===== src/verilog/regFile.sv =====
`timescale 1ns/100ps
`default_nettype none

module regFile (
  input  logic        clk,
  input  logic        arstN,
  input  logic [4:0]  rs1,
  input  logic [4:0]  rs2,
  input  logic        wrEn,
  input  logic [4:0]  wrAddr,
  input  logic [31:0] wrData,
  output logic [31:0] rs1Data,
  output logic [31:0] rs2Data,
  output logic [31:0] x17Data
);

  logic [31:0] regs [32];

  always_ff @(posedge clk or negedge arstN) begin
    if (!arstN) begin
      for (int i = 0; i < 32; i++) begin
        regs[i] <= '0;
      end
    end else if (wrEn && (wrAddr != 5'd0)) begin  // x0 stays zero
      regs[wrAddr] <= wrData;
    end
  end

  // async read ports, same-cycle write not forwarded
  assign rs1Data = regs[rs1];
  assign rs2Data = regs[rs2];
  assign x17Data = regs[17];            // a7, syscall number

endmodule

`default_nettype wire


===== config.mk =====
export PLATFORM = sky130hd
export DESIGN_NAME = regFile
export DESIGN_NICKNAME = d
export VERILOG_FILES = /design/src/verilog/regFile.sv
export SDC_FILE = /design/constraint.sdc
export NUM_CORES = 2
export LEC_CHECK = 0
export BUFFER_PORTS_ARGS = -buffer_cell sky130_fd_sc_hd__buf_2
export CAP_MARGIN = 5
export CORE_MARGIN = 8
export CORE_UTILIZATION = 57
export DETAILED_ROUTE_END_ITERATION = 8
export HOLD_SLACK_MARGIN = 0.05
export PLACE_DENSITY_LB_ADDON = 0.1
export SYNTH_ARGS = -nofsm -noshare
export SYNTH_HDL_FRONTEND = slang
export SYNTH_SLANG_ARGS = --single-unit

===== constraint.sdc =====
create_clock -name clk -period 2.8 [get_ports clk]
set_clock_uncertainty 0.05 [all_clocks]
set_input_delay 0.84 -clock clk [delete_from_list [all_inputs] [get_ports clk]]
set_output_delay 0.84 -clock clk [all_outputs]
set_load 0.01 [all_outputs]

==> metrics.md <==
| Metric | Value |
|---|---|
| Status | `finished, violations left` |
| Failing checks | `negative setup slack` |
| Critical Path, Cell by Cell | `buf_12, nor2_4, buf_4, buf_12, buf_4, a22o_1, nor3_2, a31oi_1, nand3_2, buf_6` |
| Max Cap Viol | `0` |
| Largest net degree at the start of global routing | `102` |
| Core area | `97,990 um^2` |
| Crit path max fanout | `9` |
| P&R area growth vs syn | `28.53%` |
| Avg WL per Cell | `31.18 um` |
| Synth Area per Inst | `12.13 um^2` |
| DIE HEIGHT | `330.0 um` |
| Worst setup startpoint | `rs1[0]` |
| Crit path launch type | `input pin` |
| Most frequent cells in the layout | `dfrtp_1, mux2i_1, mux2_2` |
| Synth cell types | `28` |
| Max Slew Vio Count | `0` |
| Commonest non-fill, non-tap cell in the layout | `dfrtp_1` |
| Drt pass-1 iters | `8` |
| Seq/Total Area, Yosys | `0.4561` |
| Num CTS Buffers | `111` |
| Gr busiest metal | `met2` |
| Fin. Hold Viols | `0` |
| Fin crit period | `3.297 ns` |
| GRT Residual Overflow | `0` |
| Die ar. | `108,900 um^2` |
| First-pass GRT wire length | `291.5 mm` |
| Gr usage total | `0.3590` |
| Crit Path Class | `in -> out` |
| CP bufs+invs | `5` |
| Worst hold path type | `reg -> reg` |
| Cell Rows | `115` |
| Die width | `330.0 um` |
| RSZ-0062 raised after global routing | `true` |
| Syn Nets | `4,683` |
| Total wire length | `202.7 mm` |
| Port bufs | `145` |
| Max rail drop VDD | `0.5376 mV` |
| CTS Buffer Depth | `3` |
| FF-to-FF Start | `x17Data[28]$_DFFE_PN0P_` |
| Routed vias/inst | `6.655` |
| Design Area, Final | `72,210 um^2` |
| Required @ worst endpoint | `1.91 ns` |
| Critical-path top delay cell | `a31oi_1` |
| Max transition margin | `0.5595` |
| Yosys warns | `0` |
| Initial Util | `0.5734` |
| PD cells | `639.8 nW/um^2` |
| Met1 Usage GRT | `0.4649` |
| Clock Tree Root | `clkbuf_16` |
| Setup TNS | `-26.14 ns` |
| Final worst path period share | `1.177` |
| 1st-iter DRT viols | `4,172` |
| Synth Register Bits | `1,024` |
| H-tree levels | `3` |
| Met3 Use GR | `0.07778` |
| F_max | `0.3033 GHz` |
| Layout fillers | `6,486` |
| Nets | `5,158` |
| Routability cong. | `0.8948` |
| Leakage | `33.93 nW` |
| GR Util met2 | `0.5638` |
| Vias in the first global route | `43,569` |
| TritonCTS clock tree | `done` |
| Max incr delay on CP | `0.24 ns` |
| I/O pin total | `146` |
| Hold wc startpoint | `regs[1018]$_DFFE_PN0P_` |
| Dpl cell area | `61,500 um^2` |
| Antenna viol nets, final | `0` |
| Sink Count | `1,024` |
| Share of cells above drive strength 1 | `0.4573` |
| DRC viols | `0` |
| PnR worst setup slack | `-0.4969 ns` |
| Initial antenna violation count | `20` |
| Worst-margin pin slew | `0.6607 ns` |
| Synth Instances | `4,633` |
| Setup violators final | `64` |
| Clock-pin slew on the worst setup and hold paths | `0.06 ns` |
| Final HPWL from detailed placement | `118.3 mm` |
| DR vias | `43,255` |
| CP Capture Type | `output pin` |
| CP top delay family | `buffers and inverters` |
| Clock Latency Late Sink | `0.70 ns` |
| Worst Path Arrival | `2.41 ns` |
| Synth Cell Area | `56,180 um^2` |
cell usage after synthesis:
cell      count  area, um^2
nor2_1        3       11.26
nor3b_1       1       7.510
buf_6        48       540.5
or3b_4        1       11.26
mux2_1       39       439.2
nor3b_2       3       37.54
buf_2       111       555.5
mux2i_1    1024       10250
and2_1        2       12.51
mux2_2      953       10730
dfrtp_1    1024       25620
a31oi_1      64       400.4
nand3b_1      4       30.03
and3_1        1       6.260
nor2_4       16       180.2
and3b_1       1       8.760
a21oi_1     192       960.9
clkbuf_1    224       840.8
buf_4        96       720.7
a22o_1      128        1121
nor3_1       65       325.3
nand3_1     194       970.9
nand2b_1      4       25.02
a22oi_1     192        1441
or2_2         3       18.77
nand2_1     210       788.3
nor2b_1       4       25.02
buf_1        26       97.59
sequential cells by signal, summed over array words and instances, names as in the netlist:
register and flops:
regs 992, x17Data 32
where the power goes:
group | internal (W) | switching (W) | total [W]
Sequential | 0.0176 | 0.00240 | 0.0200
Combinational | 0.00584 | 0.00509 | 0.0109
Clock | 0.00899 | 0.00626 | 0.0152
Total | 0.0325 | 0.0137 | 0.0462
worst paths after layout:
path | slack, ns | depth (start not counted) | to
max in group asynchronous | 1.14 | 4 | regs[195]$_DFFE_PN0P_
min in group asynchronous | 0.61 | 2 | regs[595]$_DFFE_PN0P_
worst max-delay path | -0.50 | 10 | rs1Data[21]
worst max register to register | 1.83 | 1 | x17Data[28]$_DFFE_PN0P_
worst min-delay path | 0.35 | 0 | regs[1018]$_DFFE_PN0P_
worst min register to register | 0.35 | 0 | regs[1018]$_DFFE_PN0P_
cell families after synthesis:
| group | synth area share |
|---|---|
| multiplexers | 0.3813 |
| flip-flops | 0.4561 |
| AO/OA/AOI/OAI | 0.06984 |
| AND/OR/NAND/NOR | 0.04376 |
| buffers and inverters | 0.04904 |
through the flow:
| stage | worst slack [ns] | util | std cells | hold WS (ns) | total power, W |
|---|---|---|---|---|---|
| floorplan | 0.00003575 | - | 4633 | 0.3988 | 0.02580 |
| global placement | -0.7237 | 0.6276 | 6050 | 0.3342 | 0.02871 |
| detailed placement | -0.7241 | 0.6276 | 6050 | 0.3386 | 0.02907 |
| CTS | -0.4935 | 0.7149 | 6413 | 0.3509 | 0.04539 |
| global route | -0.5266 | 0.7369 | 6496 | 0.3662 | 0.04792 |
| finish | -0.4969 | 0.7370 | 6500 | 0.3507 | 0.04620 |
timing repair:
action                                  CTS  global route
hold endpoints to repair                 23             0
buffers inserted                        135            80
gates cloned                             46            19
pin swaps                               196           196
hold buffers                              1             0
endpoints found under the setup margin   64            64
resized for setup                       490           274
metal layers:
layer  part of all wire  wire [um]
met1               0.39      79660
met2               0.46      93230
met3              0.085      17260
met4              0.062      12510
met5            0.00013         27
area by class of cell:
cell class / instances / area, um^2 / share of cell area
clock inverters: 39 / 485.5 / 0.006723
well taps: 1287 / 1610 / 0.02230
multi-input cells: 3104 / 30290 / 0.4195
repair buffers: 867 / 10880 / 0.1507
clock buffers: 164 / 3281 / 0.04543
diodes: 15 / 37.54 / 0.0005198
flip-flops and latches: 1024 / 25620 / 0.3548
(Power assumes the default switching activity.)
