$ cat config.mk
export PLATFORM = sky130hd
export DESIGN_NAME = aluExecute
export DESIGN_NICKNAME = d
export VERILOG_FILES = /design/src/verilog/rvIsaPkg.sv /design/src/verilog/cpuBusPkg.sv /design/src/verilog/aluExecute.sv
export SDC_FILE = /design/constraint.sdc
export NUM_CORES = 1
export LEC_CHECK = 0
export CORE_MARGIN = 2
export CORE_UTILIZATION = 65
export DETAILED_ROUTE_END_ITERATION = 6
export DONT_BUFFER_PORTS = 1
export PLACE_DENSITY = 0.81
export SKIP_LAST_GASP = 1
export SLEW_MARGIN = 20
export SYNTH_ARGS = -nofsm -noshare
export SYNTH_HDL_FRONTEND = slang
export SYNTH_SLANG_ARGS = --single-unit
$ cat constraint.sdc
create_clock -name vclk -period 7.9
set_input_delay 1.58 -clock vclk [all_inputs]
set_output_delay 1.58 -clock vclk [all_outputs]
set_load 0.02 [all_outputs]
$ cat src/verilog/rvIsaPkg.sv
`default_nettype none

package rvIsaPkg;

  // major opcodes, inst[6:0]
  typedef enum logic [6:0] {
    opLoad   = 7'b0000011,              // lw only
    opImm    = 7'b0010011,              // addi, slti, shifts by imm ...
    opAuipc  = 7'b0010111,
    opStore  = 7'b0100011,              // sw only
    opReg    = 7'b0110011,              // reg-reg arithmetic
    opLui    = 7'b0110111,
    opBranch = 7'b1100011,
    opJalr   = 7'b1100111,
    opJal    = 7'b1101111,
    opSystem = 7'b1110011               // ecall
  } rvOpcodeE;

  typedef enum logic [3:0] {
    aluAdd,
    aluSub,
    aluAnd,
    aluOr,
    aluXor,
    aluSlt,                             // signed less than
    aluSltu,                            // unsigned less than
    aluSll,
    aluSrl,
    aluSra,
    aluPassB                            // lui, operand b straight out
  } aluOpE;

  // values follow branch funct3 so decode can cast directly
  typedef enum logic [2:0] {
    brEq  = 3'b000,
    brNe  = 3'b001,
    brLt  = 3'b100,
    brGe  = 3'b101,
    brLtu = 3'b110,
    brGeu = 3'b111
  } brCondE;

  localparam logic [31:0] haltCode = 32'd10;  // x17 value that makes ecall halt

endpackage

`default_nettype wire

$ cat src/verilog/cpuBusPkg.sv
`default_nettype none

package cpuBusPkg;
  import rvIsaPkg::*;

  typedef enum logic [1:0] {
    wbAlu,                              // alu result
    wbMem,                              // data memory word
    wbLink                              // pc + 4 for jal / jalr
  } wbSelE;

  // control fields out of decode
  typedef struct packed {
    logic   isJal;
    logic   isJalr;
    logic   isBranch;
    brCondE brCond;
    logic   aluSrcImm;                  // operand b is the immediate
    logic   aluSrcPc;                   // operand a is the pc
    logic   memWrite;
    logic   regWrite;
    wbSelE  wbSel;
    logic   isEcall;
    aluOpE  aluOp;
  } ctrlT;

  typedef struct packed {
    ctrlT        ctrl;
    logic [4:0]  rs1;
    logic [4:0]  rs2;
    logic [4:0]  rd;
    logic [31:0] imm;                   // sign extended by format
  } decT;

  typedef struct packed {
    logic [31:0] aluResult;
    logic [31:0] linkPc;                // pc + 4
    logic [31:0] nextPc;
  } exeT;

  typedef struct packed {
    logic        valid;
    logic [4:0]  rd;
    logic [31:0] data;
  } retireT;

endpackage

`default_nettype wire

$ cat src/verilog/aluExecute.sv
`timescale 1ns/100ps
`default_nettype none

module aluExecute import rvIsaPkg::*, cpuBusPkg::*; (
  input  decT         dec,
  input  logic [31:0] pc,
  input  logic [31:0] rs1Data,
  input  logic [31:0] rs2Data,
  output exeT         exe
);

  logic [31:0] opA, opB;
  logic [31:0] aluRes;
  logic [31:0] pcPlus4, pcTarget;
  logic [4:0]  shamt;
  logic        brTaken;

  assign opA   = dec.ctrl.aluSrcPc ? pc : rs1Data;
  assign opB   = dec.ctrl.aluSrcImm ? dec.imm : rs2Data;
  assign shamt = opB[4:0];              // low 5 bits only

  always_comb begin
    case (dec.ctrl.aluOp)
      aluAdd:   aluRes = opA + opB;
      aluSub:   aluRes = opA - opB;
      aluAnd:   aluRes = opA & opB;
      aluOr:    aluRes = opA | opB;
      aluXor:   aluRes = opA ^ opB;
      aluSlt:   aluRes = {31'b0, $signed(opA) < $signed(opB)};
      aluSltu:  aluRes = {31'b0, opA < opB};
      aluSll:   aluRes = opA << shamt;
      aluSrl:   aluRes = opA >> shamt;
      aluSra:   aluRes = 32'($signed(opA) >>> shamt);  // sign fill
      aluPassB: aluRes = opB;
      default:  aluRes = opA + opB;
    endcase
  end

  // compare on register values, alu is busy with nothing else here
  always_comb begin
    case (dec.ctrl.brCond)
      brEq:    brTaken = (rs1Data == rs2Data);
      brNe:    brTaken = (rs1Data != rs2Data);
      brLt:    brTaken = ($signed(rs1Data) < $signed(rs2Data));
      brGe:    brTaken = ($signed(rs1Data) >= $signed(rs2Data));
      brLtu:   brTaken = (rs1Data < rs2Data);
      brGeu:   brTaken = (rs1Data >= rs2Data);
      default: brTaken = 1'b0;
    endcase
  end

  assign pcPlus4  = pc + 32'd4;
  assign pcTarget = pc + dec.imm;       // jal and branch target

  assign exe.aluResult = aluRes;
  assign exe.linkPc    = pcPlus4;
  assign exe.nextPc    = dec.ctrl.isJalr ? {aluRes[31:1], 1'b0} :
                         (dec.ctrl.isJal || (dec.ctrl.isBranch && brTaken)) ? pcTarget :
                         pcPlus4;

endmodule

`default_nettype wire

==> impl_metrics.tcl <==
set metrics [dict create \
    status "complete, no violations" \
    fin_nets 2237 \
    rsz0062_at_grt "no" \
    num_vias 15800 \
    die_h_microns 145 \
    setup_violations 0 \
    cp-start-kind "input port" \
    crit_arrival_ps 6030 \
    synth_cells 1960 \
    clock_buffer_count 0 \
    cts.repair.resized 0 \
    dieWidth_microns 145 \
    min_period_ps 7610 \
    drt-vias-per-instance 7.24 \
    antenna_found_initial 4 \
    period_share_pct 96.4 \
    core_region_area_sq_um 19500 \
    criticalPathCategory "in -> out" \
    path_max_fanout 32 \
    io_buffers 0 \
    grt_pass1_vias 15100 \
    grt_overflow_total 0 \
    fmax_mhz 131 \
    track_usage_pct 48.1 \
    max_cap_violations 0 \
    drt_pass1_iterations 6 \
    die_area_sq_um 21000 \
    start_util_pct 66.3 \
    drive_gt1_share_pct 7.27 \
    io_pins 256 \
    syn_nets 2284 \
    syn_to_final_growth_pct 2.61 \
    synth_area_sq_um 12900 \
    dp_slack_ps 528 \
    wl_per_cell_microns 24.7 \
    grt_pass1_wl_mm 82.1 \
    yosysWarnings 0 \
    drt_iter0_drc 1823 \
    relSlewSlack_pct 28.2 \
    drt_wl_total_mm 53.9 \
    hold_class "in -> out" \
    crit_required_ps 6320 \
    synth_cell_type_count 86 \
    gp_congestion 1.06 \
    post-cts-setup-buffer-count 0 \
    worstMarginPinSlew_ps 1080 \
    dp_hpwl_mm 43.1 \
    maxSlewViolCount 0 \
    syn_area_per_cell_sq_um 6.58 \
    postRouteAntennaNets 0 \
    hold_viol 0 \
    drc_errors 0 \
    end_kind "output port" \
    tns_ps 0 \
    row_count 51 \
    n_sequential_cell 0 \
    seq_area_sq_um 0 \
    fill_cells 1788 \
    grt_max_degree 65 \
    setup_ws_ps 287 \
    hold_buffers 0 \
    ys_seq_area_share_pct 0 \
]
==> per-layer routing <==
layer | track usage [%] | up-vias | part of all wire, % | wire (microns)
li1 | - | 7112 | - | -
met3 | 14.0 | 313 | 12 | 6600
met2 | 76.5 | 1132 | 43 | 23100
met5 | 0 | - | 0.019 | 10
met4 | 33.9 | 2 | 8.9 | 4810
met1 | 55.4 | 7202 | 36 | 19400
==> layout by cell type, fill, tap and decap left out, types with 21 or more instances in the layout <==
cell / count
nand2b_1: 26
o21ai_0: 138
buf_4: 73
a21oi_1: 186
ha_1: 161
mux2_2: 32
nand3_1: 41
inv_1: 140
mux2i_1: 155
a31oi_1: 22
nor2_1: 188
a211oi_1: 27
a22oi_1: 21
o211ai_1: 23
nand2_1: 189
o21a_1: 34
o22ai_1: 31
nor3_1: 36
xnor2_1: 38
==> through the flow <==
stage | utilization [%] | instances | hold slack (ps) | cell area, sq um
after floorplan | - | 1960 | 3240 | 12900
after global placement | 68.0 | 2176 | 3160 | 13200
after detailed placement | 68.0 | 2176 | 3160 | 13200
after CTS | 68.0 | 2176 | 3160 | 13200
after global routing | 68.0 | 2176 | 3160 | 13200
final | 68.0 | 2178 | 3160 | 13200
==> final timing paths <==
path                  startpoint  endpoint  slack (ps)  cells past startpoint
worst max-delay path     dec[56]   exe[30]         290                     15
worst min-delay path       pc[0]   exe[32]        3160                      0
==> cell usage after synthesis, drive strengths merged (38+ instances only) <==
master,n,share of area (%)
nand2,189,5.5
nor2,188,5.5
buf,48,2.4
mux2i,163,13
nor3,39,1.6
inv,150,4.4
xnor2,38,2.6
a21oi,186,7.2
clkbuf,75,2.2
o21ai,156,6.1
ha,161,16
nand3,41,1.6
==> final cells by class <==
type | count | area [sq um] | area share (%)
multi-input cells | 1686 | 11800 | 89.0
inverters | 151 | 569 | 4.30
repair buffers | 74 | 553 | 4.18
well taps | 265 | 332 | 2.50
diodes | 2 | 5.00 | 0.0378
==> worst max-delay path, cell delays in order <==
cell and delay, ps:
mux2i_1 620, inv_1 190, ha_1 300, fa_1 450
a21oi_1 240, o211ai_1 210, a41oi_1 530, o211a_1 320
o31ai_1 130, a21oi_1 270, or2_1 170, a311oi_1 100
mux2_1 330, o22ai_1 280, mux2_2 300
==> kinds of logic (layout without fill, tap and decap cells) <==
kind of cell	after synthesis	count (layout)	share of synthesized area [%]
AO/OA/AOI/OAI	663	663	32.9
other	0	2	0
AND/OR/NAND/NOR	600	600	21.6
XOR/XNOR	57	57	3.87
multiplexers	202	202	16.6
buffers and inverters	274	225	8.97
adder cells (fa/ha/maj)	164	164	16.1
