[src/verilog/rvIsaPkg.sv]
`default_nettype none

package rvIsaPkg;

  // major opcodes, inst[6:0]
  typedef enum logic [6:0] {
    opLoad   = 7'b0000011,              // lw only
    opImm    = 7'b0010011,              // addi, slti, shifts by imm ...
    opAuipc  = 7'b0010111,
    opStore  = 7'b0100011,              // sw only
    opReg    = 7'b0110011,              // reg-reg arithmetic
    opLui    = 7'b0110111,
    opBranch = 7'b1100011,
    opJalr   = 7'b1100111,
    opJal    = 7'b1101111,
    opSystem = 7'b1110011               // ecall
  } rvOpcodeE;

  typedef enum logic [3:0] {
    aluAdd,
    aluSub,
    aluAnd,
    aluOr,
    aluXor,
    aluSlt,                             // signed less than
    aluSltu,                            // unsigned less than
    aluSll,
    aluSrl,
    aluSra,
    aluPassB                            // lui, operand b straight out
  } aluOpE;

  // values follow branch funct3 so decode can cast directly
  typedef enum logic [2:0] {
    brEq  = 3'b000,
    brNe  = 3'b001,
    brLt  = 3'b100,
    brGe  = 3'b101,
    brLtu = 3'b110,
    brGeu = 3'b111
  } brCondE;

  localparam logic [31:0] haltCode = 32'd10;  // x17 value that makes ecall halt

endpackage

`default_nettype wire

[src/verilog/cpuBusPkg.sv]
`default_nettype none

package cpuBusPkg;
  import rvIsaPkg::*;

  typedef enum logic [1:0] {
    wbAlu,                              // alu result
    wbMem,                              // data memory word
    wbLink                              // pc + 4 for jal / jalr
  } wbSelE;

  // control fields out of decode
  typedef struct packed {
    logic   isJal;
    logic   isJalr;
    logic   isBranch;
    brCondE brCond;
    logic   aluSrcImm;                  // operand b is the immediate
    logic   aluSrcPc;                   // operand a is the pc
    logic   memWrite;
    logic   regWrite;
    wbSelE  wbSel;
    logic   isEcall;
    aluOpE  aluOp;
  } ctrlT;

  typedef struct packed {
    ctrlT        ctrl;
    logic [4:0]  rs1;
    logic [4:0]  rs2;
    logic [4:0]  rd;
    logic [31:0] imm;                   // sign extended by format
  } decT;

  typedef struct packed {
    logic [31:0] aluResult;
    logic [31:0] linkPc;                // pc + 4
    logic [31:0] nextPc;
  } exeT;

  typedef struct packed {
    logic        valid;
    logic [4:0]  rd;
    logic [31:0] data;
  } retireT;

endpackage

`default_nettype wire

[src/verilog/instDecode.sv]
`timescale 1ns/100ps
`default_nettype none

module instDecode import rvIsaPkg::*, cpuBusPkg::*; (
  input  logic [31:0] inst,
  input  logic [31:0] x17Data,
  output decT         dec,
  output logic        ecallHalt
);

  rvOpcodeE    opcode;
  logic [2:0]  funct3;
  ctrlT        ctrl;
  logic [31:0] imm;
  logic [31:0] immI, immS, immB, immU, immJ;

  assign opcode = rvOpcodeE'(inst[6:0]);
  assign funct3 = inst[14:12];

  // immediates by format, all sign extended from inst[31]
  assign immI = {{20{inst[31]}}, inst[31:20]};
  assign immS = {{20{inst[31]}}, inst[31:25], inst[11:7]};
  assign immB = {{19{inst[31]}}, inst[31], inst[7], inst[30:25], inst[11:8], 1'b0};
  assign immU = {inst[31:12], 12'b0};
  assign immJ = {{11{inst[31]}}, inst[31], inst[19:12], inst[20], inst[30:21], 1'b0};

  // funct3 to alu op, alt picks sub / sra
  function automatic aluOpE aluSel(input logic [2:0] f3, input logic alt);
    case (f3)
      3'b000:  aluSel = alt ? aluSub : aluAdd;
      3'b001:  aluSel = aluSll;
      3'b010:  aluSel = aluSlt;
      3'b011:  aluSel = aluSltu;
      3'b100:  aluSel = aluXor;
      3'b101:  aluSel = alt ? aluSra : aluSrl;
      3'b110:  aluSel = aluOr;
      3'b111:  aluSel = aluAnd;
    endcase
  endfunction

  always_comb begin
    ctrl        = '0;                   // no-op unless an opcode matches
    ctrl.aluOp  = aluAdd;
    ctrl.brCond = brEq;
    ctrl.wbSel  = wbAlu;
    imm         = '0;
    case (opcode)
      opImm: begin
        ctrl.aluSrcImm = 1'b1;
        ctrl.regWrite  = 1'b1;
        ctrl.aluOp     = aluSel(funct3, inst[30] && (funct3 == 3'b101));  // no subi
        imm            = immI;
      end
      opReg: begin
        ctrl.regWrite = 1'b1;
        ctrl.aluOp    = aluSel(funct3, inst[30]);
      end
      opLui: begin
        ctrl.aluSrcImm = 1'b1;
        ctrl.regWrite  = 1'b1;
        ctrl.aluOp     = aluPassB;
        imm            = immU;
      end
      opAuipc: begin
        ctrl.aluSrcPc  = 1'b1;          // pc + upper imm
        ctrl.aluSrcImm = 1'b1;
        ctrl.regWrite  = 1'b1;
        imm            = immU;
      end
      opLoad: begin
        if (funct3 == 3'b010) begin     // word only
          ctrl.aluSrcImm = 1'b1;
          ctrl.regWrite  = 1'b1;
          ctrl.wbSel     = wbMem;
          imm            = immI;
        end
      end
      opStore: begin
        if (funct3 == 3'b010) begin
          ctrl.aluSrcImm = 1'b1;
          ctrl.memWrite  = 1'b1;
          imm            = immS;
        end
      end
      opBranch: begin
        if (funct3[2:1] != 2'b01) begin  // 010 / 011 undefined
          ctrl.isBranch = 1'b1;
          ctrl.brCond   = brCondE'(funct3);
          imm           = immB;
        end
      end
      opJal: begin
        ctrl.isJal    = 1'b1;
        ctrl.regWrite = 1'b1;
        ctrl.wbSel    = wbLink;
        imm           = immJ;
      end
      opJalr: begin
        ctrl.isJalr    = 1'b1;          // target from alu, rs1 + imm
        ctrl.aluSrcImm = 1'b1;
        ctrl.regWrite  = 1'b1;
        ctrl.wbSel     = wbLink;
        imm            = immI;
      end
      opSystem: begin
        ctrl.isEcall = (inst[31:7] == 25'd0);  // ebreak and csr fall to no-op
      end
      default: ;
    endcase
  end

  assign dec = '{ctrl: ctrl, rs1: inst[19:15], rs2: inst[24:20], rd: inst[11:7], imm: imm};
  assign ecallHalt = ctrl.isEcall && (x17Data == haltCode);  // exit syscall

endmodule

`default_nettype wire

[config.mk]
export PLATFORM = sky130hd
export DESIGN_NAME = instDecode
export DESIGN_NICKNAME = d
export VERILOG_FILES = /design/src/verilog/rvIsaPkg.sv /design/src/verilog/cpuBusPkg.sv /design/src/verilog/instDecode.sv
export SDC_FILE = /design/constraint.sdc
export NUM_CORES = 1
export LEC_CHECK = 0
export BUFFER_PORTS_ARGS = -buffer_cell sky130_fd_sc_hd__buf_2
export CORE_AREA = 2 2 59 61
export DETAILED_ROUTE_END_ITERATION = 6
export DIE_AREA = 0 0 61 63
export PLACE_DENSITY = 0.82
export SYNTH_ARGS = -nofsm -noshare
export SYNTH_HDL_FRONTEND = slang
export SYNTH_SLANG_ARGS = --single-unit
[constraint.sdc]
create_clock -name vclk -period 2.45
set_clock_uncertainty 0.15 [all_clocks]
set_input_delay 0.49 -clock vclk [all_inputs]
set_output_delay 0.49 -clock vclk [all_outputs]
set_load 0.03 [all_outputs]
==> summary.md, run 1 <==
| Metric | Value |
|---|---|
| Status | finished, violations left |
| Failing checks | setup timing |
| Initial Utilization | 0.329 |
| Crit path arrival time | 1860 ps |
| Place WS | -103 ps |
| Vias in the first global route | 1,600 |
| CP Max Fanout | 5 |
| Vias | between 1,500 and 2,000 |
| Final Power | 0.000282 W |
| CP Cell Sequence | buf_2 > buf_4 > nor4b_2 > o21ai_0 > a21o_1 > nand2b_1 > buf_2 |
| Syn Nets | ~220 |
| Internal power | 0.000126 W |
| Switching power | between 0.00015 and 0.0002 W |
| Leakage power | 1.22 nW |
| Post-DP HPWL | a little under 4 mm |
| Placed Cells | 343 |
| Die ar. | between 0.003 and 0.004 mm2 |
| CP required | 1810 ps |
| Slew HR | 0.765 |
| First-pass GRT wire length | 7.12 mm |
| Layout area overhead | 122% |
| Crit-path leading delay family | simple AND/OR/NAND/NOR gates |
| Worst path depth | 7 |
| RSZ-0062 raised after global routing | yes |
| Placement row count | 21 |
| All-Layer GR Usage | 0.233 |
| Iter 0 DRT Violations | 73 |
| Tmin final | around 2500 ps |
| Final setup viols | 13 |
| Synthesized area per cell | 6.65 um2 |
| Final-stage net count | 371 |
| Seq cells | 0 |
| Power per cell area | 120 mW/mm2 |
| Port Buf Inserts | approximately 130 |
| Post-route DRC | 0 |
| Peak Freq | 0.401 GHz |
| Most used cell, CP | buf_2 |
| Reg area | 0 um2 |
| Fin crit share | 1.02 |
| Sw Ratio | 0.555 |
| Post-synth cell types | 46 |
| Die height | 63 um |
| Max_cap viols | 0 |
| ANT cells | 0 |
| Vias per cell | between 5 and 6 |
| Worst setup SP type | primary input |
| Max stage delay on crit path | about 380 ps |
| Initial antenna violation count | 0 |
| Critical path origin | inst[4] |
| Comb pwr share | 1.000 |
| Slew Limit Fails | 0 |
| WL/cell | 15.2 um |
| Hold Crit Class | in2out |
| Largest net degree at the start of global routing | 18 |
| Die Wd | around 61 um |
| YS warnings | 0 |
| Buf/Inv on CP | 3 |
| Worst vdd ir | 0.0694 mV |
| Clk pwr share | 0 |
| Worst setup EP type | output port |
| Clkbuf count | 0 |
| Post-route worst setup slack | -46.8 ps |
| GRT overflow | 0 |
| Hold WS | around 1100 ps |
| Worst setup path class | in2out |
| Core area | 0.00323 mm2 |
| RePlAce Congestion | 0.858 |
| Post-route insts no fill | 351 |
| Layout cells sized above 1 | 0.718 |
| Post-DP Area | 0.00198 mm2 |
| Aggregate routed wire length | approximately 5.3 mm |
| Sequential share of power | 0 |
| Gate Count Post-Synth | 160 |
| Hold path start | inst[10] |
| Worst Setup EP | dec[57] |
| ANT nets after route | 0 |
| Worst Max-Slew Pin Slew | between 300 and 400 ps |
| TritonRoute pass-1 iters | 4 |
| Final Cell Area | 0.00236 mm2 |
| Synth Cell Area | 0.00106 mm2 |
| Register area share after synthesis | 0 |
| Ports | 129 |
| Slowest CP cell | nor4b_2 |
| Hold Fails Final Rpt | 0 |
-- synthesized netlist by cell type (2+ instances only) --
cell | instances | share of area
nor2_1 | 8 | 0.028
nor2b_1 | 7 | 0.041
nor3_1 | 2 | 0.0094
nand2_1 | 20 | 0.071
and2_1 | 3 | 0.018
mux2i_1 | 2 | 0.019
inv_1 | 6 | 0.021
o21ai_1 | 5 | 0.023
nor4b_1 | 2 | 0.016
nor3_2 | 2 | 0.019
o21ai_0 | 17 | 0.080
buf_4 | 16 | 0.11
and2_2 | 2 | 0.014
nand4_1 | 3 | 0.018
and3_1 | 2 | 0.012
nand3_1 | 3 | 0.014
nand2b_1 | 3 | 0.018
a22o_1 | 4 | 0.033
buf_2 | 2 | 0.0094
nor4_1 | 13 | 0.076
o21ai_2 | 10 | 0.082
a21oi_1 | 2 | 0.0094
buf_6 | 3 | 0.032
-- layout by cell type (no fill, tap or decap), types with 2 or more instances in the layout --
cell	Yosys	final
nor3_2	2	2
o21ai_0	17	11
and3_1	2	2
inv_1	6	6
nor4_1	13	10
nor4_2	1	2
clkbuf_16	0	2
nor4_4	0	2
nand4_1	3	3
nor3_4	0	2
nand2_1	20	20
o21ai_2	10	14
nand3_1	3	2
a211oi_4	1	2
nand2b_1	3	2
buf_8	1	2
o21ai_4	0	5
o21ai_1	5	2
nor2b_1	7	5
buf_2	2	104
buf_6	3	18
buf_12	0	4
and2_1	3	3
nor2_1	8	7
mux2i_1	2	2
and2_2	2	2
buf_4	16	38
a22o_1	4	4
-- cells by family after synthesis --
family / after synthesis / synth area share
xor+xnor: 1 / 0.00823
compound gates: 46 / 0.310
simple gates: 80 / 0.451
mux: 3 / 0.0329
buf+inv: 30 / 0.197
-- final cells by class --
type	count	area, um2
Timing Repair Buffer	169	1180
Fill cell	261	870
Inverter	6	22.5
Tap cell	46	57.6
Multi-Input combinational cell	130	1110
-- timing repair --
item                                    4_1_cts  5_1_grt
endpoints found under the setup margin       26       37
cloned                                        0        2
resized for setup                            22       56
hold buffers                                  0        0
pin swaps                                     4        8
setup buffers                                 1        6
-- metrics by stage --
| stage | TNS (ps) | utilization |
|---|---|---|
| floorplan | -712 | - |
| global placement | -363 | 0.613 |
| detailed placement | -936 | 0.613 |
| CTS | 0 | 0.638 |
| global route | -1480 | 0.731 |
| finish | -171 | 0.731 |
-- worst min-delay path by stage --
stage               slack, ps  endpoint  depth (start not counted)
floorplan                 880   dec[51]                          1
global placement         1110   dec[43]                          2
detailed placement       1110   dec[45]                          2
CTS                      1110   dec[45]                          2
global route             1120   dec[46]                          2
finish                   1110   dec[35]                          2
-- power groups by stage --
stage	Sequential, W	Clock, W	Combinational, W
final	0	0	0.000282
after global routing	0	0	0.000300
after CTS	0	0	0.000248
after detailed placement	0	0	0.000241
after global placement	0	0	0.000237
after floorplan	0	0	0.000137
-- per-layer routing --
layer  vias up  share of wire  track usage
met5         -              0            0
met1       842           0.38        0.282
met4         0          0.019       0.0163
met2        87           0.55        0.456
met3        12          0.056      0.00207
li1        868              -            -
(Power assumes the default switching activity.)
==> run 2: changes to the inputs <==
Settings changed: RECOVER_POWER from default to 25.
==> run 2 against run 1 <==
Compared with the run above: the run still ends with setup timing left; clock-buffer cell count unchanged; power shrank 0.59%; sequential share of layout area unchanged; first-iteration DRC count increased by 14%; largest cell class unchanged; via count rose by 0.17%; largest power group unchanged; flip-flop and latch count is the same; global-route usage unchanged.
==> summary.md, run 2 (same netlist as run 1, synthesis figures left out) <==
| Metric | Value |
|---|---|
| Post-route DRC | 0 (unchanged) |
| Initial Utilization | 0.329 (unchanged) |
| Core area | 0.00323 mm2 (unchanged) |
| # fillers | 263 (was 261) |
| Vias per cell | 5.16 (was 5.15) |
| Slew Limit Fails | 0 (unchanged) |
| Failing checks | setup timing (unchanged) |
| Clkbuf count | 0 (unchanged) |
| Aggregate routed wire length | 5.34 mm (was 5.33 mm) |
| Final setup viols | 13 (unchanged) |
| RSZ-0062 raised after global routing | yes (unchanged) |
| Final Power | 0.000281 W (was 0.000282 W) |
| Die ar. | 0.00384 mm2 (unchanged) |
| Post-CTS Hold Fix Bufs | 0 (unchanged) |
| Ports | 129 (unchanged) |
| ANT nets after route | 0 (unchanged) |
| Hold Fails Final Rpt | 0 (unchanged) |
| Slowest CP cell | nor4b_2 (unchanged) |
| CP required | 1810 ps (about the same) |
| GRT overflow | 0 (unchanged) |
| Reg area | 0 um2 (unchanged) |
| Vias in the first global route | 1,600 (unchanged) |
| Die height | 63 um (unchanged) |
| Buf/Inv on CP | 3 (unchanged) |
| Crit-path leading delay family | simple AND/OR/NAND/NOR gates (unchanged) |
| Final-stage net count | 371 (unchanged) |
| Worst setup EP type | output port (unchanged) |
| TritonRoute pass-1 iters | 4 (unchanged) |
| RePlAce Congestion | 0.858 (unchanged) |
| WL/cell | 15.2 um (about the same) |
| Worst vdd ir | 0.0693 mV (was 0.0694 mV) |
| Final TNS setup | -158 ps (was -171 ps) |
| Layout cells sized above 1 | 0.692 (was 0.718) |
| Worst Max-Slew Pin Slew | 377 ps (was 349 ps) |
| Switching power | 0.000157 W (about the same) |
| Hold Crit Class | in2out (unchanged) |
| Clk pwr share | 0 (about the same) |
| Power per cell area | 119 mW/mm2 (was 120 mW/mm2) |
| Crit path arrival time | 1860 ps (about the same) |
| Max stage delay on crit path | 380 ps (about the same) |
| Peak Freq | 0.401 GHz (about the same) |
| Place WS | -103 ps (unchanged) |
| CP Max Fanout | 5 (unchanged) |
| Layout area overhead | 121% (was 122%) |
| Initial antenna violation count | 0 (unchanged) |
| Post-route worst setup slack | -46.2 ps (was -46.8 ps) |
| Status | finished, violations left (unchanged) |
| First-pass GRT wire length | 7.12 mm (unchanged) |
| Seq cells | 0 (unchanged) |
| Sequential share of power | 0 (about the same) |
| Placement row count | 21 (unchanged) |
| Comb pwr share | 1.000 (about the same) |
| Most frequent cells in the layout | buf_2 (96), buf_4 (38), nand2_1 (20), buf_6 (18), o21ai_2 (14) (was buf_2 (104), buf_4 (38), nand2_1 (20), buf_6 (18), o21ai_2 (14)) |
| Leakage power | 1.19 nW (was 1.22 nW) |
| Internal power | 0.000124 W (was 0.000126 W) |
| Die Wd | 61 um (unchanged) |
| Port Buf Inserts | 129 (unchanged) |
| Worst setup path class | in2out (unchanged) |
| ANT cells | 0 (unchanged) |
| Fin crit share | 1.02 (about the same) |
| Iter 0 DRT Violations | 83 (was 73) |
| Post-DP HPWL | 3.92 mm (unchanged) |
| Vias | 1,812 (was 1,809) |
| Max_cap viols | 0 (unchanged) |
| Slew HR | 0.750 (was 0.765) |
| Most used cell, CP | buf_2 (unchanged) |
| CP Cell Sequence | buf_2 > buf_4 > nor4b_2 > o21ai_0 > a21o_1 > nand2b_1 > buf_2 (unchanged) |
| Largest net degree at the start of global routing | 18 (unchanged) |
| All-Layer GR Usage | 0.233 (unchanged) |
| Worst setup SP type | primary input (unchanged) |
| Sw Ratio | 0.559 (was 0.555) |
| Tmin final | 2500 ps (about the same) |
| Hold depth | 2 (unchanged) |
| Worst path depth | 7 (unchanged) |
| Commonest non-fill, non-tap cell in the layout | buf_2 (unchanged) |
[run 2: final cells by class]
cell class                      instances  area (um2)  area share
Tap cell                               46        57.6      0.0245
Timing Repair Buffer                  169        1170       0.496
Multi-Input combinational cell        130        1110       0.470
Inverter                                6        22.5     0.00957
[run 2: path summary, 6_finish.rpt]
check | start | end | slack [ps]
max | inst[4] | dec[57] | -50
min | inst[24] | dec[41] | 1120
[run 2: metrics by stage]
stage,cell area (um2),utilization,instances,hold slack (ps)
after detailed placement,1980,0.613,343,1110
final,2350,0.728,351,1120
after global placement,1980,0.613,343,1110
after global routing,2350,0.728,351,1130
after floorplan,1190,-,160,879
after CTS,2060,0.638,344,1110
[run 2: metal layers]
layer	routed length (um)	track usage
met1	2010	0.282
met3	320	0.00207
met2	2900	0.456
met5	0	0
met4	103	0.0163
[run 2: what timing repair did]
| item | in CTS | in global routing |
|---|---|---|
| gates resized for setup | 22 | 56 |
| buffers inserted | 1 | 6 |
| pin swaps | 4 | 8 |
| cloned | 0 | 2 |
| endpoints found under the setup margin | 26 | 37 |
[run 2: power by group through the flow]
stage,combinational [W],clock [W],sequential (W)
global placement,0.000237,0,0
floorplan,0.000137,0,0
finish,0.000281,0,0
global route,0.000298,0,0
CTS,0.000248,0,0
detailed placement,0.000241,0,0
